File: config.mk
export PLATFORM = sky130hd
export DESIGN_NAME = rom_top
export DESIGN_NICKNAME = d
export VERILOG_FILES = /design/src/source/rom_pkg.sv /design/src/source/rom_slot_if.sv /design/src/source/rom_top.sv /design/src/source/rom_dwnld.sv /design/src/source/sdram_arbiter.sv /design/src/source/rom_slot.sv
export SDC_FILE = /design/constraint.sdc
export NUM_CORES = 1
export LEC_CHECK = 0
export ABC_AREA = 1
export BUFFER_PORTS_ARGS = -buffer_cell sky130_fd_sc_hd__buf_2
export CAP_MARGIN = 20
export CORE_ASPECT_RATIO = 0.6
export CORE_MARGIN = 3
export CORE_UTILIZATION = 45
export CTS_CLUSTER_SIZE = 12
export DETAILED_ROUTE_END_ITERATION = 12
export PLACE_DENSITY = 0.78
export SLEW_MARGIN = 20
export SYNTH_ARGS = -nofsm -noshare
export SYNTH_HDL_FRONTEND = slang
export SYNTH_SLANG_ARGS = --single-unit
File: constraint.sdc
create_clock -name clk -period 2.2 [get_ports clk]
set_input_delay 0.22 -clock clk [delete_from_list [all_inputs] [get_ports clk]]
set_output_delay 0.22 -clock clk [all_outputs]
set_load 0.005 [all_outputs]
File: src/source/rom_pkg.sv
// ROM loader shared definitions
`default_nettype none

package rom_pkg;

    // SDRAM word addressing
    localparam int SDRAM_AW = 22;

    typedef logic [SDRAM_AW-1:0] sdram_addr_t;

    // Two consecutive 16-bit words, lower address in the lower half
    typedef logic [31:0] burst_t;

    // Region starts in the download byte stream
    localparam logic [24:0] SCR_START  = 25'h01_0000; // Scroll tiles
    localparam logic [24:0] OBJ_START  = 25'h01_8000; // Object sprites
    localparam logic [24:0] PROM_START = 25'h02_0000; // Palette PROMs, not stored

    // Reader payloads
    typedef burst_t      scr_data_t;
    typedef burst_t      obj_data_t;
    typedef logic [7:0]  main_data_t;

endpackage

`default_nettype wire
File: src/source/rom_slot_if.sv
// ROM reader to arbiter link
`default_nettype none

interface rom_slot_if import rom_pkg::*; ();

    logic        req;     // Level, held until valid
    sdram_addr_t addr;    // Even word address of the burst
    logic        grant;   // Pulse with sdram_ack
    logic        valid;   // Pulse, data holds the burst
    burst_t      data;

    // Reader side
    modport slot (
        output req,
        output addr,
        input  grant,
        input  valid,
        input  data
    );

    // Arbiter side
    modport arb (
        input  req,
        input  addr,
        output grant,
        output valid,
        output data
    );

endinterface

`default_nettype wire

File: src/source/rom_top.sv
// Game ROM subsystem top level
`default_nettype none

module rom_top import rom_pkg::*; #(
    parameter sdram_addr_t SCR_OFFSET  = sdram_addr_t'(SCR_START >> 1),
    parameter sdram_addr_t OBJ_OFFSET  = sdram_addr_t'(OBJ_START >> 1),
    parameter sdram_addr_t MAIN_OFFSET = '0
) (
    input  logic        clk,
    input  logic        rst,
    input  logic        downloading,
    // Download stream
    input  logic [24:0] ioctl_addr,
    input  logic [7:0]  ioctl_dout,
    input  logic        ioctl_wr,
    output sdram_addr_t prog_addr,
    output logic [7:0]  prog_data,
    output logic [1:0]  prog_mask,   // Active low
    output logic        prog_we,
    // SDRAM read port
    output logic        sdram_req,
    output sdram_addr_t sdram_addr,
    input  logic        sdram_ack,
    input  logic        data_rdy,
    input  logic [15:0] data_read,
    // Scroll tiles
    input  logic        scr_cs,
    input  logic [12:0] scr_addr,
    output logic        scr_ok,
    output scr_data_t   scr_data,
    // Object sprites
    input  logic        obj_cs,
    input  logic [12:0] obj_addr,
    output logic        obj_ok,
    output obj_data_t   obj_data,
    // Main CPU program
    input  logic        main_cs,
    input  logic [15:0] main_addr,
    output logic        main_ok,
    output main_data_t  main_data
);

    rom_slot_if scr_if ();
    rom_slot_if obj_if ();
    rom_slot_if main_if ();

    rom_slot #(.payload_t(scr_data_t), .AW(13), .OFFSET(SCR_OFFSET)) u_scr (
        .clk(clk), .rst(rst), .downloading(downloading),
        .cs(scr_cs), .addr(scr_addr), .ok(scr_ok), .dout(scr_data),
        .mem(scr_if.slot)
    );

    rom_slot #(.payload_t(obj_data_t), .AW(13), .OFFSET(OBJ_OFFSET)) u_obj (
        .clk(clk), .rst(rst), .downloading(downloading),
        .cs(obj_cs), .addr(obj_addr), .ok(obj_ok), .dout(obj_data),
        .mem(obj_if.slot)
    );

    rom_slot #(.payload_t(main_data_t), .AW(16), .OFFSET(MAIN_OFFSET)) u_main (
        .clk(clk), .rst(rst), .downloading(downloading),
        .cs(main_cs), .addr(main_addr), .ok(main_ok), .dout(main_data),
        .mem(main_if.slot)
    );

    // Scroll has top priority, the CPU comes last
    sdram_arbiter u_arb (
        .clk(clk), .rst(rst), .downloading(downloading),
        .s0(scr_if.arb), .s1(obj_if.arb), .s2(main_if.arb),
        .sdram_req(sdram_req), .sdram_addr(sdram_addr), .sdram_ack(sdram_ack),
        .data_rdy(data_rdy), .data_read(data_read)
    );

    rom_dwnld u_dwnld (
        .clk(clk), .rst(rst), .downloading(downloading),
        .ioctl_addr(ioctl_addr), .ioctl_dout(ioctl_dout), .ioctl_wr(ioctl_wr),
        .sdram_ack(sdram_ack),
        .prog_addr(prog_addr), .prog_data(prog_data),
        .prog_mask(prog_mask), .prog_we(prog_we)
    );

endmodule

`default_nettype wire

File: src/source/rom_dwnld.sv
// Download byte stream to SDRAM writes
`default_nettype none

module rom_dwnld import rom_pkg::*; (
    input  logic        clk,
    input  logic        rst,
    input  logic        downloading,
    input  logic [24:0] ioctl_addr,
    input  logic [7:0]  ioctl_dout,
    input  logic        ioctl_wr,
    input  logic        sdram_ack,
    output sdram_addr_t prog_addr,
    output logic [7:0]  prog_data,
    output logic [1:0]  prog_mask,
    output logic        prog_we
);

    sdram_addr_t pre_addr;
    sdram_addr_t sw_addr;
    logic        in_scr;
    logic        in_obj;
    logic        store;

    assign pre_addr = ioctl_addr[SDRAM_AW:1]; // Byte to word address
    assign in_scr   = (ioctl_addr >= SCR_START) && (ioctl_addr < OBJ_START);
    assign in_obj   = (ioctl_addr >= OBJ_START) && (ioctl_addr < PROM_START);

    // PROM bytes are dropped here
    assign store = ioctl_wr && downloading && (ioctl_addr < PROM_START);

    // Board wiring of the graphics ROM address lines
    always_comb begin
        sw_addr = pre_addr;
        if (in_scr) begin
            sw_addr[0]   = ~pre_addr[3];
            sw_addr[3:1] =  pre_addr[2:0];
        end
        if (in_obj) begin
            sw_addr[0]   = ~pre_addr[3];
            sw_addr[1]   =  pre_addr[4];
            sw_addr[5:2] =  {pre_addr[5], pre_addr[2:0]};
        end
    end

    always_ff @(posedge clk) begin
        if (rst) begin
            prog_we <= 1'b0;
        end else if (prog_we && sdram_ack) begin
            prog_we <= 1'b0;
        end else if (store) begin
            prog_we <= 1'b1; // Held until the SDRAM takes it
        end
    end

    always_ff @(posedge clk) begin
        if (store) begin
            prog_addr <= sw_addr;
            prog_data <= ioctl_dout;
            prog_mask <= ioctl_addr[0] ? 2'b01 : 2'b10; // Active low
        end
    end

    // The loader sends one byte at a time
    assert property (@(posedge clk) disable iff (rst) ioctl_wr |-> !prog_we)
        else $error("rom_dwnld: ioctl_wr while a write is pending");

endmodule

`default_nettype wire

File: src/source/sdram_arbiter.sv
// SDRAM read port arbiter
`default_nettype none

module sdram_arbiter import rom_pkg::*; (
    input  logic        clk,
    input  logic        rst,
    input  logic        downloading,
    rom_slot_if.arb     s0,
    rom_slot_if.arb     s1,
    rom_slot_if.arb     s2,
    output logic        sdram_req,
    output sdram_addr_t sdram_addr,
    input  logic        sdram_ack,
    input  logic        data_rdy,
    input  logic [15:0] data_read
);

    typedef enum logic [1:0] {
        IDLE,
        REQ,    // sdram_req up, waiting for ack
        DATA,   // Collecting two words
        DONE    // Burst handed back
    } state_t;

    state_t     st;
    logic [1:0] owner;
    logic       second;
    burst_t     burst;
    logic       any_req;
    logic       ack_now;

    assign any_req = s0.req || s1.req || s2.req;
    assign ack_now = (st == REQ) && sdram_ack;

    always_ff @(posedge clk) begin
        if (rst) begin
            st        <= IDLE;
            sdram_req <= 1'b0;
            second    <= 1'b0;
        end else begin
            case (st)
                IDLE: begin
                    if (any_req && !downloading) begin
                        sdram_req <= 1'b1;
                        st        <= REQ;
                    end
                end
                REQ: begin
                    if (sdram_ack) begin
                        sdram_req <= 1'b0;
                        second    <= 1'b0;
                        st        <= DATA;
                    end
                end
                DATA: begin
                    if (data_rdy) begin
                        second <= 1'b1;
                        if (second) st <= DONE;
                    end
                end
                default: st <= IDLE; // DONE lasts one cycle
            endcase
        end
    end

    // Owner, address and burst payload
    always_ff @(posedge clk) begin
        if (st == IDLE) begin
            if (s0.req) begin
                owner      <= 2'd0;
                sdram_addr <= s0.addr;
            end else if (s1.req) begin
                owner      <= 2'd1;
                sdram_addr <= s1.addr;
            end else begin
                owner      <= 2'd2;
                sdram_addr <= s2.addr;
            end
        end
        if (st == DATA && data_rdy) begin
            if (second) burst[31:16] <= data_read;
            else        burst[15:0]  <= data_read; // Lower word first
        end
    end

    assign s0.grant = ack_now && (owner == 2'd0);
    assign s1.grant = ack_now && (owner == 2'd1);
    assign s2.grant = ack_now && (owner == 2'd2);

    assign s0.valid = (st == DONE) && (owner == 2'd0);
    assign s1.valid = (st == DONE) && (owner == 2'd1);
    assign s2.valid = (st == DONE) && (owner == 2'd2);

    assign s0.data = burst;
    assign s1.data = burst;
    assign s2.data = burst;

    assert property (@(posedge clk) disable iff (rst) $onehot0({s0.valid, s1.valid, s2.valid}))
        else $error("sdram_arbiter: more than one valid");

    // Reads and download writes must never compete for sdram_ack
    assert property (@(posedge clk) disable iff (rst) downloading |-> !sdram_req)
        else $error("sdram_arbiter: sdram_req during download");

endmodule

`default_nettype wire

File: src/source/rom_slot.sv
// ROM reader with one-burst cache
`default_nettype none

module rom_slot import rom_pkg::*; #(
    parameter type         payload_t = burst_t,
    parameter int          AW        = 13,
    parameter sdram_addr_t OFFSET    = '0    // Word address, even
) (
    input  logic          clk,
    input  logic          rst,
    input  logic          downloading,
    input  logic          cs,
    input  logic [AW-1:0] addr,
    output logic          ok,
    output payload_t      dout,
    rom_slot_if.slot      mem
);

    // Byte-wide readers pick one byte out of the burst
    localparam bit BYTE_WIDE = ($bits(payload_t) == 8);

    sdram_addr_t burst_idx;
    sdram_addr_t word_addr;
    sdram_addr_t req_addr;
    sdram_addr_t cache_tag;
    burst_t      cache_data;
    logic        cache_valid;
    logic        req;
    logic        granted;

    sdram_addr_t src_tag;
    burst_t      src_data;
    logic        src_ok;
    logic        hit;
    logic        need;

    always_comb begin
        if (BYTE_WIDE) begin
            burst_idx = sdram_addr_t'(addr >> 2); // Four bytes per burst
        end else begin
            burst_idx = sdram_addr_t'(addr);
        end
    end

    assign word_addr = OFFSET + (burst_idx << 1);

    // A burst arriving now counts as cached already
    assign src_tag  = mem.valid ? req_addr : cache_tag;
    assign src_data = mem.valid ? mem.data : cache_data;
    assign src_ok   = mem.valid || cache_valid;
    assign hit      = src_ok && (src_tag == word_addr);
    assign need     = cs && !hit && !req && !downloading;

    always_ff @(posedge clk) begin
        if (rst) begin
            req         <= 1'b0;
            granted     <= 1'b0;
            cache_valid <= 1'b0;
            ok          <= 1'b0;
        end else begin
            ok <= cs && hit && !downloading;
            if (mem.valid) begin
                req <= 1'b0;
            end else if (need) begin
                req <= 1'b1;
            end
            if (mem.grant) begin
                granted <= 1'b1;
            end else if (mem.valid) begin
                granted <= 1'b0;
            end
            if (downloading) begin
                cache_valid <= 1'b0; // ROM contents are changing
            end else if (mem.valid) begin
                cache_valid <= 1'b1;
            end
        end
    end

    always_ff @(posedge clk) begin
        if (need) begin
            req_addr <= word_addr;
        end
        if (mem.valid) begin
            cache_tag  <= req_addr;
            cache_data <= mem.data;
        end
        if (BYTE_WIDE) begin
            dout <= payload_t'(src_data >> {addr[1:0], 3'd0});
        end else begin
            dout <= payload_t'(src_data);
        end
    end

    assign mem.req  = req;
    assign mem.addr = req_addr;

    // Data only comes back for a request the arbiter took
    assert property (@(posedge clk) disable iff (rst) mem.valid |-> granted)
        else $error("rom_slot: valid without a prior grant");

    assert property (@(posedge clk) disable iff (rst) !cs |=> !ok)
        else $error("rom_slot: ok high after cs fell");

endmodule

`default_nettype wire

==> run metrics, run 1 <==
reg2reg start=u_arb.owner[1]; main combinational cell family by area after synthesis=simple AND/OR/NAND/NOR gates; Async S/R FF share, synth=0%; Wirelength per Cell=19.40 um; CTS Buffer Depth=3; clock power share=28.6%; Post-synth EDFFs=185; CTS buffer count=29; Mean Syn Cell Area=10.49 um2; Final Routed Wirelength=35.83 mm; flops & latches, synth=305; Final Max Slew Viols=0; worst reg-to-reg path cell count=14; Power Dens Cells=1002 nW/um2; GPL Wtd Cong=0.9293; failing checks=negative setup slack; Final Non-Filler Cells=1847; Total Power=15.95 mW; Placeable Area=24770 um2; outcome=finished with violations; Clock Skew=10.77 ps; num ports=231; fraction of layout cells with a size suffix above 1=27.43%; Die ar.=27820 um2; Reg2Reg Setup Slack=-20 ps; Crit path required time=2510 ps; Primary FF master, synth=edfxtp_1; Hold EP=u_main.dout[2]; WP data arrival=2520 ps; Setup Crit Path Kind=reg2reg; via/cell ratio=5.231; die width=213.4 um; XOR/XNOR Fraction of Synth Area=0%; Die H=130.4 um; Setup crit end kind=register; initial DRC count=1101; gr usage total=23.32%; largest net degree at the start of global routing=34; most frequent cells in the layout=320 x nand2_1, 223 x buf_2, 185 x edfxtp_1; Std-Cell Rows=44; Layout area overhead=37.13%; final net count=1607; Clk Latency, worst-skew pair=550 ps; vias post-DR=9661; RSZ-0062 raised after global routing=true; Period Utilization, post-route=100.7%; startpoint type of the worst setup path=register; Sequential Power Share=46.5%; mux cell area share after synthesis=0%; Crit Path Max Fanout=6; initial core utilization=46.86%; switching fraction of total power=29.87%; clock sink total=305; Yosys top cell by area=edfxtp_1; Synthesis Warnings=0; Final HPWL DP=22.45 mm; Yosys top cell area share=47.86%; Root Driver=clkbuf_16; Cell Area, Synth=11610 um2; Seq/Total Area, Yosys=68.55%; fin crit period=2216 ps; worst hold path startpoint=main_addr[1]; clock slew at reported path FFs=70 ps; remaining antenna violation count after routing=0; cell-internal power=11.19 mW; initial antenna violation count=2; H-Tree Depth=1; Adder-Cell Fraction of Synth Area=0.5389%; Peak VDD IR=559.6 uV; vias in the first global route=8666; # setup viols final=20; simple-gate share of the synthesized area=21.39%; Logic pwr share=24.9%; CTS tree=yes; DRC errors left=0; Hold Path Depth=3; most common cell after layout, fill and taps aside=nand2_1; port bufs=223; drt first pass iters=8; Pleak=7.095 nW; worst hold-check path type=in2reg; Post-Synthesis Cells=1107; global-route wire length before repair=49.11 mm; Final Hold Violating Endpoints=0; placed cells=1655; Psw=4.764 mW; fmax=451.3 MHz; Synth Area in Compound Gates=3.352%; r2r endpoint=u_scr.mem.addr[6]; Min Hold Slack=55.81 ps; Max-Cap Viols=0; Unique masters post-synth=36; setup TNS=-200.1 ps; Worst Setup Slack, final=-15.87 ps; GR Overflow Total=0; Synth area leaders=edfxtp_1 48%, dfxtp_1 21%, nand2_1 11%
-- power by group through the flow --
stage               Clock (mW)  Sequential (mW)  Combinational (mW)
finish                    4.57             7.41                3.97
global route              4.92             7.49                4.29
CTS                       4.63             7.37                3.19
detailed placement           0             7.48                2.91
global placement             0             7.45                2.81
floorplan                    0             7.40                1.88
-- what timing repair did --
action                                  CTS  global route
setup buffers                             6            26
hold buffers                             92             0
pin swaps                                 3            43
endpoints found under the setup margin   40            43
cloned                                    2            12
hold endpoints to repair                109             0
resized for setup                        12            82
-- per-layer routing --
metal	vias to the layer above	share of wire [%]	track usage [%]
li1	4478	-	-
met1	4565	43	34.32
met2	544	43	34.52
met3	70	12	6.442
met4	4	2.3	5.280
met5	-	0.26	2.241
-- how the worst max path moves through the flow --
| stage | from | cells after the start | end |
|---|---|---|---|
| 3_3_place_gp | u_arb.st[0] | 11 | u_scr.mem.addr[5] |
| 4_1_cts | u_arb.owner[1] | 14 | u_obj.mem.addr[6] |
| 3_5_place_dp | u_arb.st[0] | 11 | u_scr.mem.addr[5] |
| 2_1_floorplan | u_arb.st[0] | 12 | u_obj.mem.addr[10] |
| 6_report | u_arb.owner[1] | 14 | u_scr.mem.addr[6] |
| 5_1_grt | u_arb.owner[0] | 14 | u_scr.mem.addr[13] |
-- cell families (layout without fill, tap and decap cells) --
logic type / Yosys count / count (layout)
flops: 305 / 305
buf+inv: 159 / 564
fa+ha+maj: 5 / 5
compound gates: 68 / 68
simple gates: 569 / 575
other cells: 1 / 8
-- cell usage after synthesis, types with 4 or more instances --
| cell | number |
|---|---|
| o221ai_1 | 4 |
| buf_4 | 13 |
| edfxtp_1 | 185 |
| buf_2 | 15 |
| clkbuf_1 | 6 |
| nand3b_1 | 6 |
| nor2_1 | 79 |
| a21oi_1 | 12 |
| nor3_1 | 4 |
| o21ai_0 | 31 |
| o211ai_1 | 7 |
| nand2_1 | 341 |
| o22ai_1 | 9 |
| nand4_1 | 36 |
| nand2_2 | 7 |
| ha_1 | 5 |
| buf_6 | 6 |
| nand3_1 | 79 |
| inv_1 | 115 |
| dfxtp_1 | 120 |
-- state kept, by name, indices dropped and copies added, names as in the netlist, 2 cells and up --
| name | flops |
|---|---|
| u_arb.owner | 2 |
| u_arb.s0.data | 32 |
| u_arb.sdram_addr | 15 |
| u_arb.st | 2 |
| u_dwnld.prog_addr | 22 |
| u_dwnld.prog_data | 8 |
| u_dwnld.prog_mask | 2 |
| u_main.cache_data | 32 |
| u_main.cache_tag | 22 |
| u_main.dout | 8 |
| u_main.mem.addr | 14 |
| u_obj.cache_tag | 22 |
| u_obj.dout | 32 |
| u_obj.mem.addr | 13 |
| u_scr.cache_tag | 22 |
| u_scr.dout | 32 |
| u_scr.mem.addr | 13 |
-- worst max-delay path: stages, from the launching register on --
cell and delay (ps):
edfxtp_1 400, buf_6 170, nor2_8 140, buf_6 140, buf_12 110, nand3_1 120
nand2_2 110, nand2_1 60, nand2_1 110, nand3_1 90, nor2_1 120, nand2_2 90
nand2_4 80, clkinvlp_4 90, buf_6 140
-- stage by stage --
stage	util, %	worst slack, ps	instance area (um2)
finish	64.26	-15.87	15920
floorplan	-	151.6	11630
global route	64.26	-118.8	15920
detailed placement	53.65	-176.7	13290
CTS	61.37	12.18	15200
global placement	53.65	-96.67	13290
-- cell type report --
| class | instances | area [um2] |
|---|---|---|
| clock inverters | 1 | 3.754 |
| repair buffers | 392 | 2949 |
| fillers | 1848 | 8855 |
| multi-input cells | 655 | 3291 |
| clock buffers | 52 | 832.0 |
| well taps | 322 | 402.9 |
| diodes | 1 | 2.502 |
| flip-flops and latches | 305 | 7965 |
| inverters | 119 | 473.0 |
Note: power is estimated with default switching activity, not from simulation.
==> run 2, diff against run 1 <==
--- a/config.mk
+++ b/config.mk
@@ -10,10 +10,10 @@
 export CAP_MARGIN = 20
 export CORE_ASPECT_RATIO = 0.6
 export CORE_MARGIN = 3
-export CORE_UTILIZATION = 45
+export CORE_UTILIZATION = 49
 export CTS_CLUSTER_SIZE = 12
 export DETAILED_ROUTE_END_ITERATION = 12
-export PLACE_DENSITY = 0.78
+export PLACE_DENSITY = 0.83
 export SLEW_MARGIN = 20
 export SYNTH_ARGS = -nofsm -noshare
 export SYNTH_HDL_FRONTEND = slang
==> run 2 against run 1 <==
The flow still finishes with violations (negative setup slack). Worst setup slack worse by 60 ps. Critical endpoint is now u_scr.mem.addr[4]. Final cell count decreased by 1.2%. Largest cell class unchanged. Sequential power about the same. Highest routed layer is now met4. Count of clock-buffer cells in the layout is the same. First-iteration DRC count down 6.7%. Routed wire length shrank 4.0%. Global-route usage up 1.8 points.
==> run metrics, run 2 (synthesis results as in run 1) <==
outcome=finished with violations (unchanged); failing checks=negative setup slack (unchanged); Final Non-Filler Cells=1825 (was 1847); Most Frequent Cell on Critical Path=nand2_1 (was buf_6); Std-Cell Rows=42 (was 44); CTS tree=yes (unchanged); # setup viols final=38 (was 20); H-Tree Depth=1 (unchanged); GPL Wtd Cong=0.9731 (was 0.9293); Crit path required time=2470 ps (was 2510 ps); port bufs=223 (unchanged); Multi-input gate area=3188 um2 (was 3291 um2); CP max stage delay=420 ps (was 400 ps); Placeable Area=22650 um2 (was 24770 um2); GRT Max-Usage Layer=met2 (unchanged); CP Cell Sequence=buf_6, nor2_8, buf_12, nand2_8, buf_4, nand2_1, nand3b_1, nand2_1, nor2_1, nand2_1, nor2_1, nand2_1, nand2_2, clkinvlp_4, buf_6 (was buf_6, nor2_8, buf_6, buf_12, nand3_1, nand2_2, nand2_1, nand2_1, nand3_1, nor2_1, nand2_2, nand2_4, clkinvlp_4, buf_6); drt first pass iters=6 (was 8); placed cells=1648 (was 1655); Fillers=1595 (was 1848); Final HPWL DP=22.49 mm (was 22.45 mm); Root Driver=clkbuf_16 (unchanged); Peak VDD IR=723.9 uV (was 559.6 uV); CTS Buffer Depth=3 (unchanged); die width=204.7 um (was 213.4 um); fraction of layout cells with a size suffix above 1=27.03% (was 27.43%); startpoint type of the worst setup path=register (unchanged); Die H=125.2 um (was 130.4 um); DRC errors left=0 (unchanged); GR Overflow Total=0 (unchanged); RSZ-0062 raised after global routing=true (unchanged); most frequent cells in the layout=317 x nand2_1, 223 x buf_2, 185 x edfxtp_1 (was 320 x nand2_1, 223 x buf_2, 185 x edfxtp_1); initial antenna violation count=0 (was 2); Max-Cap Viols=0 (unchanged); gr usage total=25.15% (was 23.32%); most common cell after layout, fill and taps aside=nand2_1 (unchanged); initial core utilization=51.25% (was 46.86%); Wirelength per Cell=18.84 um (was 19.40 um); clock sink total=305 (unchanged); final net count=1599 (was 1607); WP data arrival=2540 ps (was 2520 ps); Min Hold Slack=67.78 ps (was 55.81 ps); Final Routed Wirelength=34.38 mm (was 35.83 mm); global-route wire length before repair=50.61 mm (was 49.11 mm); initial DRC count=1027 (was 1101); remaining antenna violation count after routing=0 (unchanged); Final Max Slew Viols=0 (unchanged); Clock Skew=15.02 ps (was 10.77 ps); post-layout util=69.31% (was 64.26%); # diodes=0 (was 1); Reg area=7965 um2 (unchanged); Setup Crit Path Kind=reg2reg (unchanged); Crit Path Max Fanout=8 (was 6); largest net degree at the start of global routing=34 (unchanged); num ports=231 (unchanged); fin crit period=2276 ps (was 2216 ps); Period Utilization, post-route=103.5% (was 100.7%); fmax=439.4 MHz (was 451.3 MHz); vias in the first global route=9292 (was 8666); Cell Area, Placed=13310 um2 (was 13290 um2); Pleak=7.027 nW (was 7.095 nW); met2 GRT Util=37.34% (was 34.52%); Layout area overhead=35.23% (was 37.13%); Final Hold Violating Endpoints=0 (unchanged); met1 Usage GRT=36.56% (was 34.32%); worst hold-check path type=in2reg (unchanged); Design Area, Final=15700 um2 (was 15920 um2); Worst Setup Slack, final=-76.08 ps (was -15.87 ps); via/cell ratio=5.298 (was 5.231); worst rel slew slack=43.57%; Clk Latency, worst-skew pair=550 ps (about the same); Die ar.=25630 um2 (was 27820 um2); clock slew at reported path FFs=60 ps (was 70 ps); Power Dens Cells=1000 nW/um2 (was 1002 nW/um2); Slew @ Worst Pin=843.4 ps; Setup crit end kind=register (unchanged); Slowest-stage cell, CP=edfxtp_1 (unchanged); M3 GR Usage=8.104% (was 6.442%); vias post-DR=9668 (was 9661); CTS buffer count=30 (was 29)
[run 2: changes by cell type in the layout (fill, tap and decap cells not counted), sizes merged]
| cell | change |
|---|---|
| nand2 | -1 |
| clkbuf | -3 |
| diode | -1 |
| nand3 | -4 |
| inv | +2 |
| dlygate4sd3 | -1 |
[run 2: final cells by class]
| cell class | instances | area share [%] |
|---|---|---|
| Clock inverter | 3 | 0.1036 |
| Inverter | 119 | 2.917 |
| Multi-Input combinational cell | 650 | 20.31 |
| Sequential cell | 305 | 50.74 |
| Tap cell | 308 | 2.455 |
| Timing Repair Buffer | 388 | 17.97 |
| Clock buffer | 52 | 5.507 |
[run 2: worst max-delay path, delay by kind of cell (launching register included)]
family / cells / cell delay [ps]
simple gates: 10 / 880
buf+inv: 5 / 670
flops: 1 / 420
[run 2: layer usage]
layer  share of wire [%]  up-vias
li1                    -     4444
met1                  43     4563
met2                  43      568
met3                  12       93
met4                 2.5        0
met5                   0        -
[run 2: power breakdown]
| part | switching (mW) | internal [mW] |
|---|---|---|
| clock network | 2.08 | 2.65 |
| logic | 2.12 | 1.45 |
| registers | 0.377 | 7.03 |
[run 2: metrics by stage]
step	setup TNS, ps	worst slack (ps)	total power, mW
2_1_floorplan	0	151.6	9.279
3_3_place_gp	-1205	-44.04	10.22
3_5_place_dp	-6684	-227.9	10.35
4_1_cts	0	6.412	15.26
5_1_grt	-4855	-157.2	16.44
6_report	-1311	-76.08	15.70
[run 2: timing repair]
item / 4_1_cts / 5_1_grt
hold endpoints to repair: 109 / 0
gates resized for setup: 16 / 69
cloned: 0 / 4
hold buffers: 91 / 0
pin swaps: 6 / 38
buffers inserted: 5 / 22
endpoints found under the setup margin: 48 / 45
[run 2: worst paths after layout]
path | slack, ps | cells after the start | start | endpoint
setup / recovery | -80 | 15 | u_arb.owner[0] | u_scr.mem.addr[4]
hold / removal | 70 | 3 | main_addr[1] | u_main.dout[7]
setup reg to reg | -80 | 15 | u_arb.owner[0] | u_scr.mem.addr[4]
hold reg to reg | 430 | 2 | u_scr.cache_tag[16] | u_scr.cache_tag[16]
==> run 3, diff against run 2 <==
--- a/config.mk
+++ b/config.mk
@@ -10,10 +10,11 @@
 export CAP_MARGIN = 20
 export CORE_ASPECT_RATIO = 0.6
 export CORE_MARGIN = 3
-export CORE_UTILIZATION = 49
+export CORE_UTILIZATION = 51
+export CTS_BUF_LIST = sky130_fd_sc_hd__clkbuf_8
 export CTS_CLUSTER_SIZE = 12
 export DETAILED_ROUTE_END_ITERATION = 12
-export PLACE_DENSITY = 0.83
+export PLACE_DENSITY = 0.86
 export SLEW_MARGIN = 20
 export SYNTH_ARGS = -nofsm -noshare
 export SYNTH_HDL_FRONTEND = slang
==> run 3 against run 2 <==
The run still ends with negative setup slack left. Die area down 3.8%. Final cell count up 1.9%. Register-to-register slack worse by 60 ps.
==> run metrics, run 3 (synthesis results as in run 1) <==
drt first pass iters=6 (unchanged); initial core utilization=52.35% (was 51.25%); vias in the first global route=9361 (was 9292); Clk Latency, worst-skew pair=580 ps (was 550 ps); Hold EP=u_dwnld.prog_addr[3] (was u_main.dout[7]); worst hold path startpoint=ioctl_addr[2] (was main_addr[1]); DRC errors left=0 (unchanged); Crit path required time=2540 ps (was 2470 ps); GPL Wtd Cong=1.023 (was 0.9731); startpoint type of the worst setup path=register (unchanged); r2r endpoint=u_scr.mem.addr[2] (was u_scr.mem.addr[4]); WP data arrival=2670 ps (was 2540 ps); remaining antenna violation count after routing=0 (unchanged); Layout area overhead=37.32% (was 35.23%); RSZ-0062 raised after global routing=true (unchanged); Worst Setup Slack, final=-133.1 ps (was -76.08 ps); largest net degree at the start of global routing=34 (unchanged); via/cell ratio=5.413 (was 5.298); most frequent cells in the layout=306 x nand2_1, 223 x buf_2, 185 x edfxtp_1 (was 317 x nand2_1, 223 x buf_2, 185 x edfxtp_1); failing checks=negative setup slack (unchanged); clock sink total=305 (unchanged); CTS Buffer Depth=3 (unchanged); num ports=231 (unchanged); port bufs=223 (unchanged); worst reg-to-reg path cell count=13 (was 15); Hold Path Depth=3 (unchanged); Setup Crit Path Kind=reg2reg (unchanged); Wirelength per Cell=19.46 um (was 18.84 um); Placeable Area=22180 um2 (was 22650 um2); CTS buffer count=44 (was 30); fin crit period=2333 ps (was 2276 ps); reg2reg start=u_arb.owner[1] (was u_arb.owner[0]); Root Driver=clkbuf_8 (was clkbuf_16); global-route wire length before repair=51.38 mm (was 50.61 mm); Die ar.=24670 um2 (was 25630 um2); most common cell after layout, fill and taps aside=nand2_1 (unchanged); fmax=428.6 MHz (was 439.4 MHz); Setup crit end kind=register (unchanged); gr usage total=27.05% (was 25.15%); clock slew at reported path FFs=70 ps (was 60 ps); Final Max Slew Viols=0 (unchanged); Total Power=15.88 mW (was 15.70 mW); initial DRC count=1135 (was 1027); Fillers=1466 (was 1595); outcome=finished with violations (unchanged); Peak VDD IR=701.7 uV (was 723.9 uV); Min Hold Slack=63.29 ps (was 67.78 ps); vias post-DR=10070 (was 9668); Final Routed Wirelength=36.20 mm (was 34.38 mm); Final Hold Violating Endpoints=0 (unchanged); GR Overflow Total=0 (unchanged); Period Utilization, post-route=106.1% (was 103.5%); Final HPWL DP=21.74 mm (was 22.49 mm); fraction of layout cells with a size suffix above 1=29.77% (was 27.03%); initial antenna violation count=1 (was 0); Power Dens Cells=995.9 nW/um2 (was 1000 nW/um2); die width=200.8 um (was 204.7 um); Reg2Reg Setup Slack=-130 ps (was -80 ps); Crit Path Max Fanout=7 (was 8); Pleak=7.179 nW (was 7.027 nW); H-Tree Depth=2 (was 1); # diodes=0 (unchanged); Clock Skew=33.11 ps (was 15.02 ps); CTS tree=yes (unchanged); Die H=122.9 um (was 125.2 um); final net count=1621 (was 1599); # setup viols final=26 (was 38); worst hold-check path type=in2reg (unchanged); Max-Cap Viols=0 (unchanged); Std-Cell Rows=42 (unchanged)
[run 3: cell count changes in the layout (fill, tap and decap cells not counted), moves of 3 or more]
cell | previous run | this run
clkbuf_8 | 1 | 52
clkinv_1 | 2 | 6
nand2_1 | 317 | 306
nand2_2 | 30 | 37
clkinv_2 | 0 | 4
clkbuf_16 | 34 | 2
buf_6 | 11 | 15
nand2_4 | 1 | 5
nand3_2 | 13 | 18
inv_1 | 112 | 128
nand3_4 | 4 | 10
nor2_4 | 0 | 3
clkbuf_1 | 20 | 0
nand3_1 | 67 | 59
[run 3: critical path, cell delays in order, from the launching register on]
cell	delay, ps
edfxtp_1	540
nor2_8	280
buf_12	160
buf_6	110
nand3_4	60
nand3_2	90
nand2_2	80
nor2_4	130
nand2_2	90
nor2_4	110
nand2_2	70
nand2_2	90
clkinvlp_4	120
buf_6	160
[run 3: area by class of cell]
type                       count  area [um2]  share of cell area, %
sequential                   305        7965                  49.96
multi-input combinational    653        3361                  21.08
timing repair buffer         393        2879                  18.06
clock buffer                  52       715.7                  4.489
inverter                     119       457.9                  2.873
tap                          308       385.4                  2.417
clock inverter                30       177.7                  1.115
[run 3: report_power, final]
| group | leakage [nW] | internal, mW | total [mW] | switching (mW) |
|---|---|---|---|---|
| Combinational | 3.98 | 1.52 | 3.84 | 2.32 |
| Clock | 0.513 | 2.39 | 4.59 | 2.20 |
| Sequential | 2.69 | 7.03 | 7.45 | 0.418 |
| Total | 7.18 | 10.9 | 15.9 | 4.93 |
[run 3: worst max-delay path by stage]
stage | startpoint | to
after CTS | u_arb.owner[1] | u_main.dout[1]
after floorplan | u_arb.st[0] | u_obj.mem.addr[10]
after detailed placement | u_arb.st[0] | u_scr.mem.addr[5]
final | u_arb.owner[1] | u_scr.mem.addr[2]
after global routing | u_arb.owner[1] | u_scr.mem.addr[2]
after global placement | u_arb.owner[0] | u_scr.mem.addr[5]
[run 3: routing by layer]
| metal | vias up | global-route usage (%) | wire (um) |
|---|---|---|---|
| met2 | 702 | 41.02 | 16130 |
| met3 | 112 | 8.905 | 4352 |
| met1 | 4755 | 37.26 | 14690 |
| li1 | 4500 | - | - |
| met5 | - | 0 | 0 |
| met4 | 0 | 8.768 | 1025 |
[run 3: stage by stage]
step / setup TNS [ps] / instance area, um2 / utilization, % / setup WS (ps) / instances
final: -3048 / 15940 / 71.89 / -133.1 / 1860
after CTS: 0 / 15240 / 68.73 / 2.068 / 1830
after floorplan: 0 / 11630 / - / 151.6 / 1113
after detailed placement: -4992 / 13310 / 60.02 / -152.3 / 1650
after global placement: -2254 / 13310 / 60.02 / -81.42 / 1650
after global routing: -5882 / 15940 / 71.89 / -218.8 / 1860
[run 3: what timing repair did]
item	CTS	global route
hold endpoints to repair	111	0
resized for setup	11	115
cloned	2	5
setup buffers	4	26
pin swaps	1	61
endpoints found under the setup margin	45	52
hold buffers	92	0
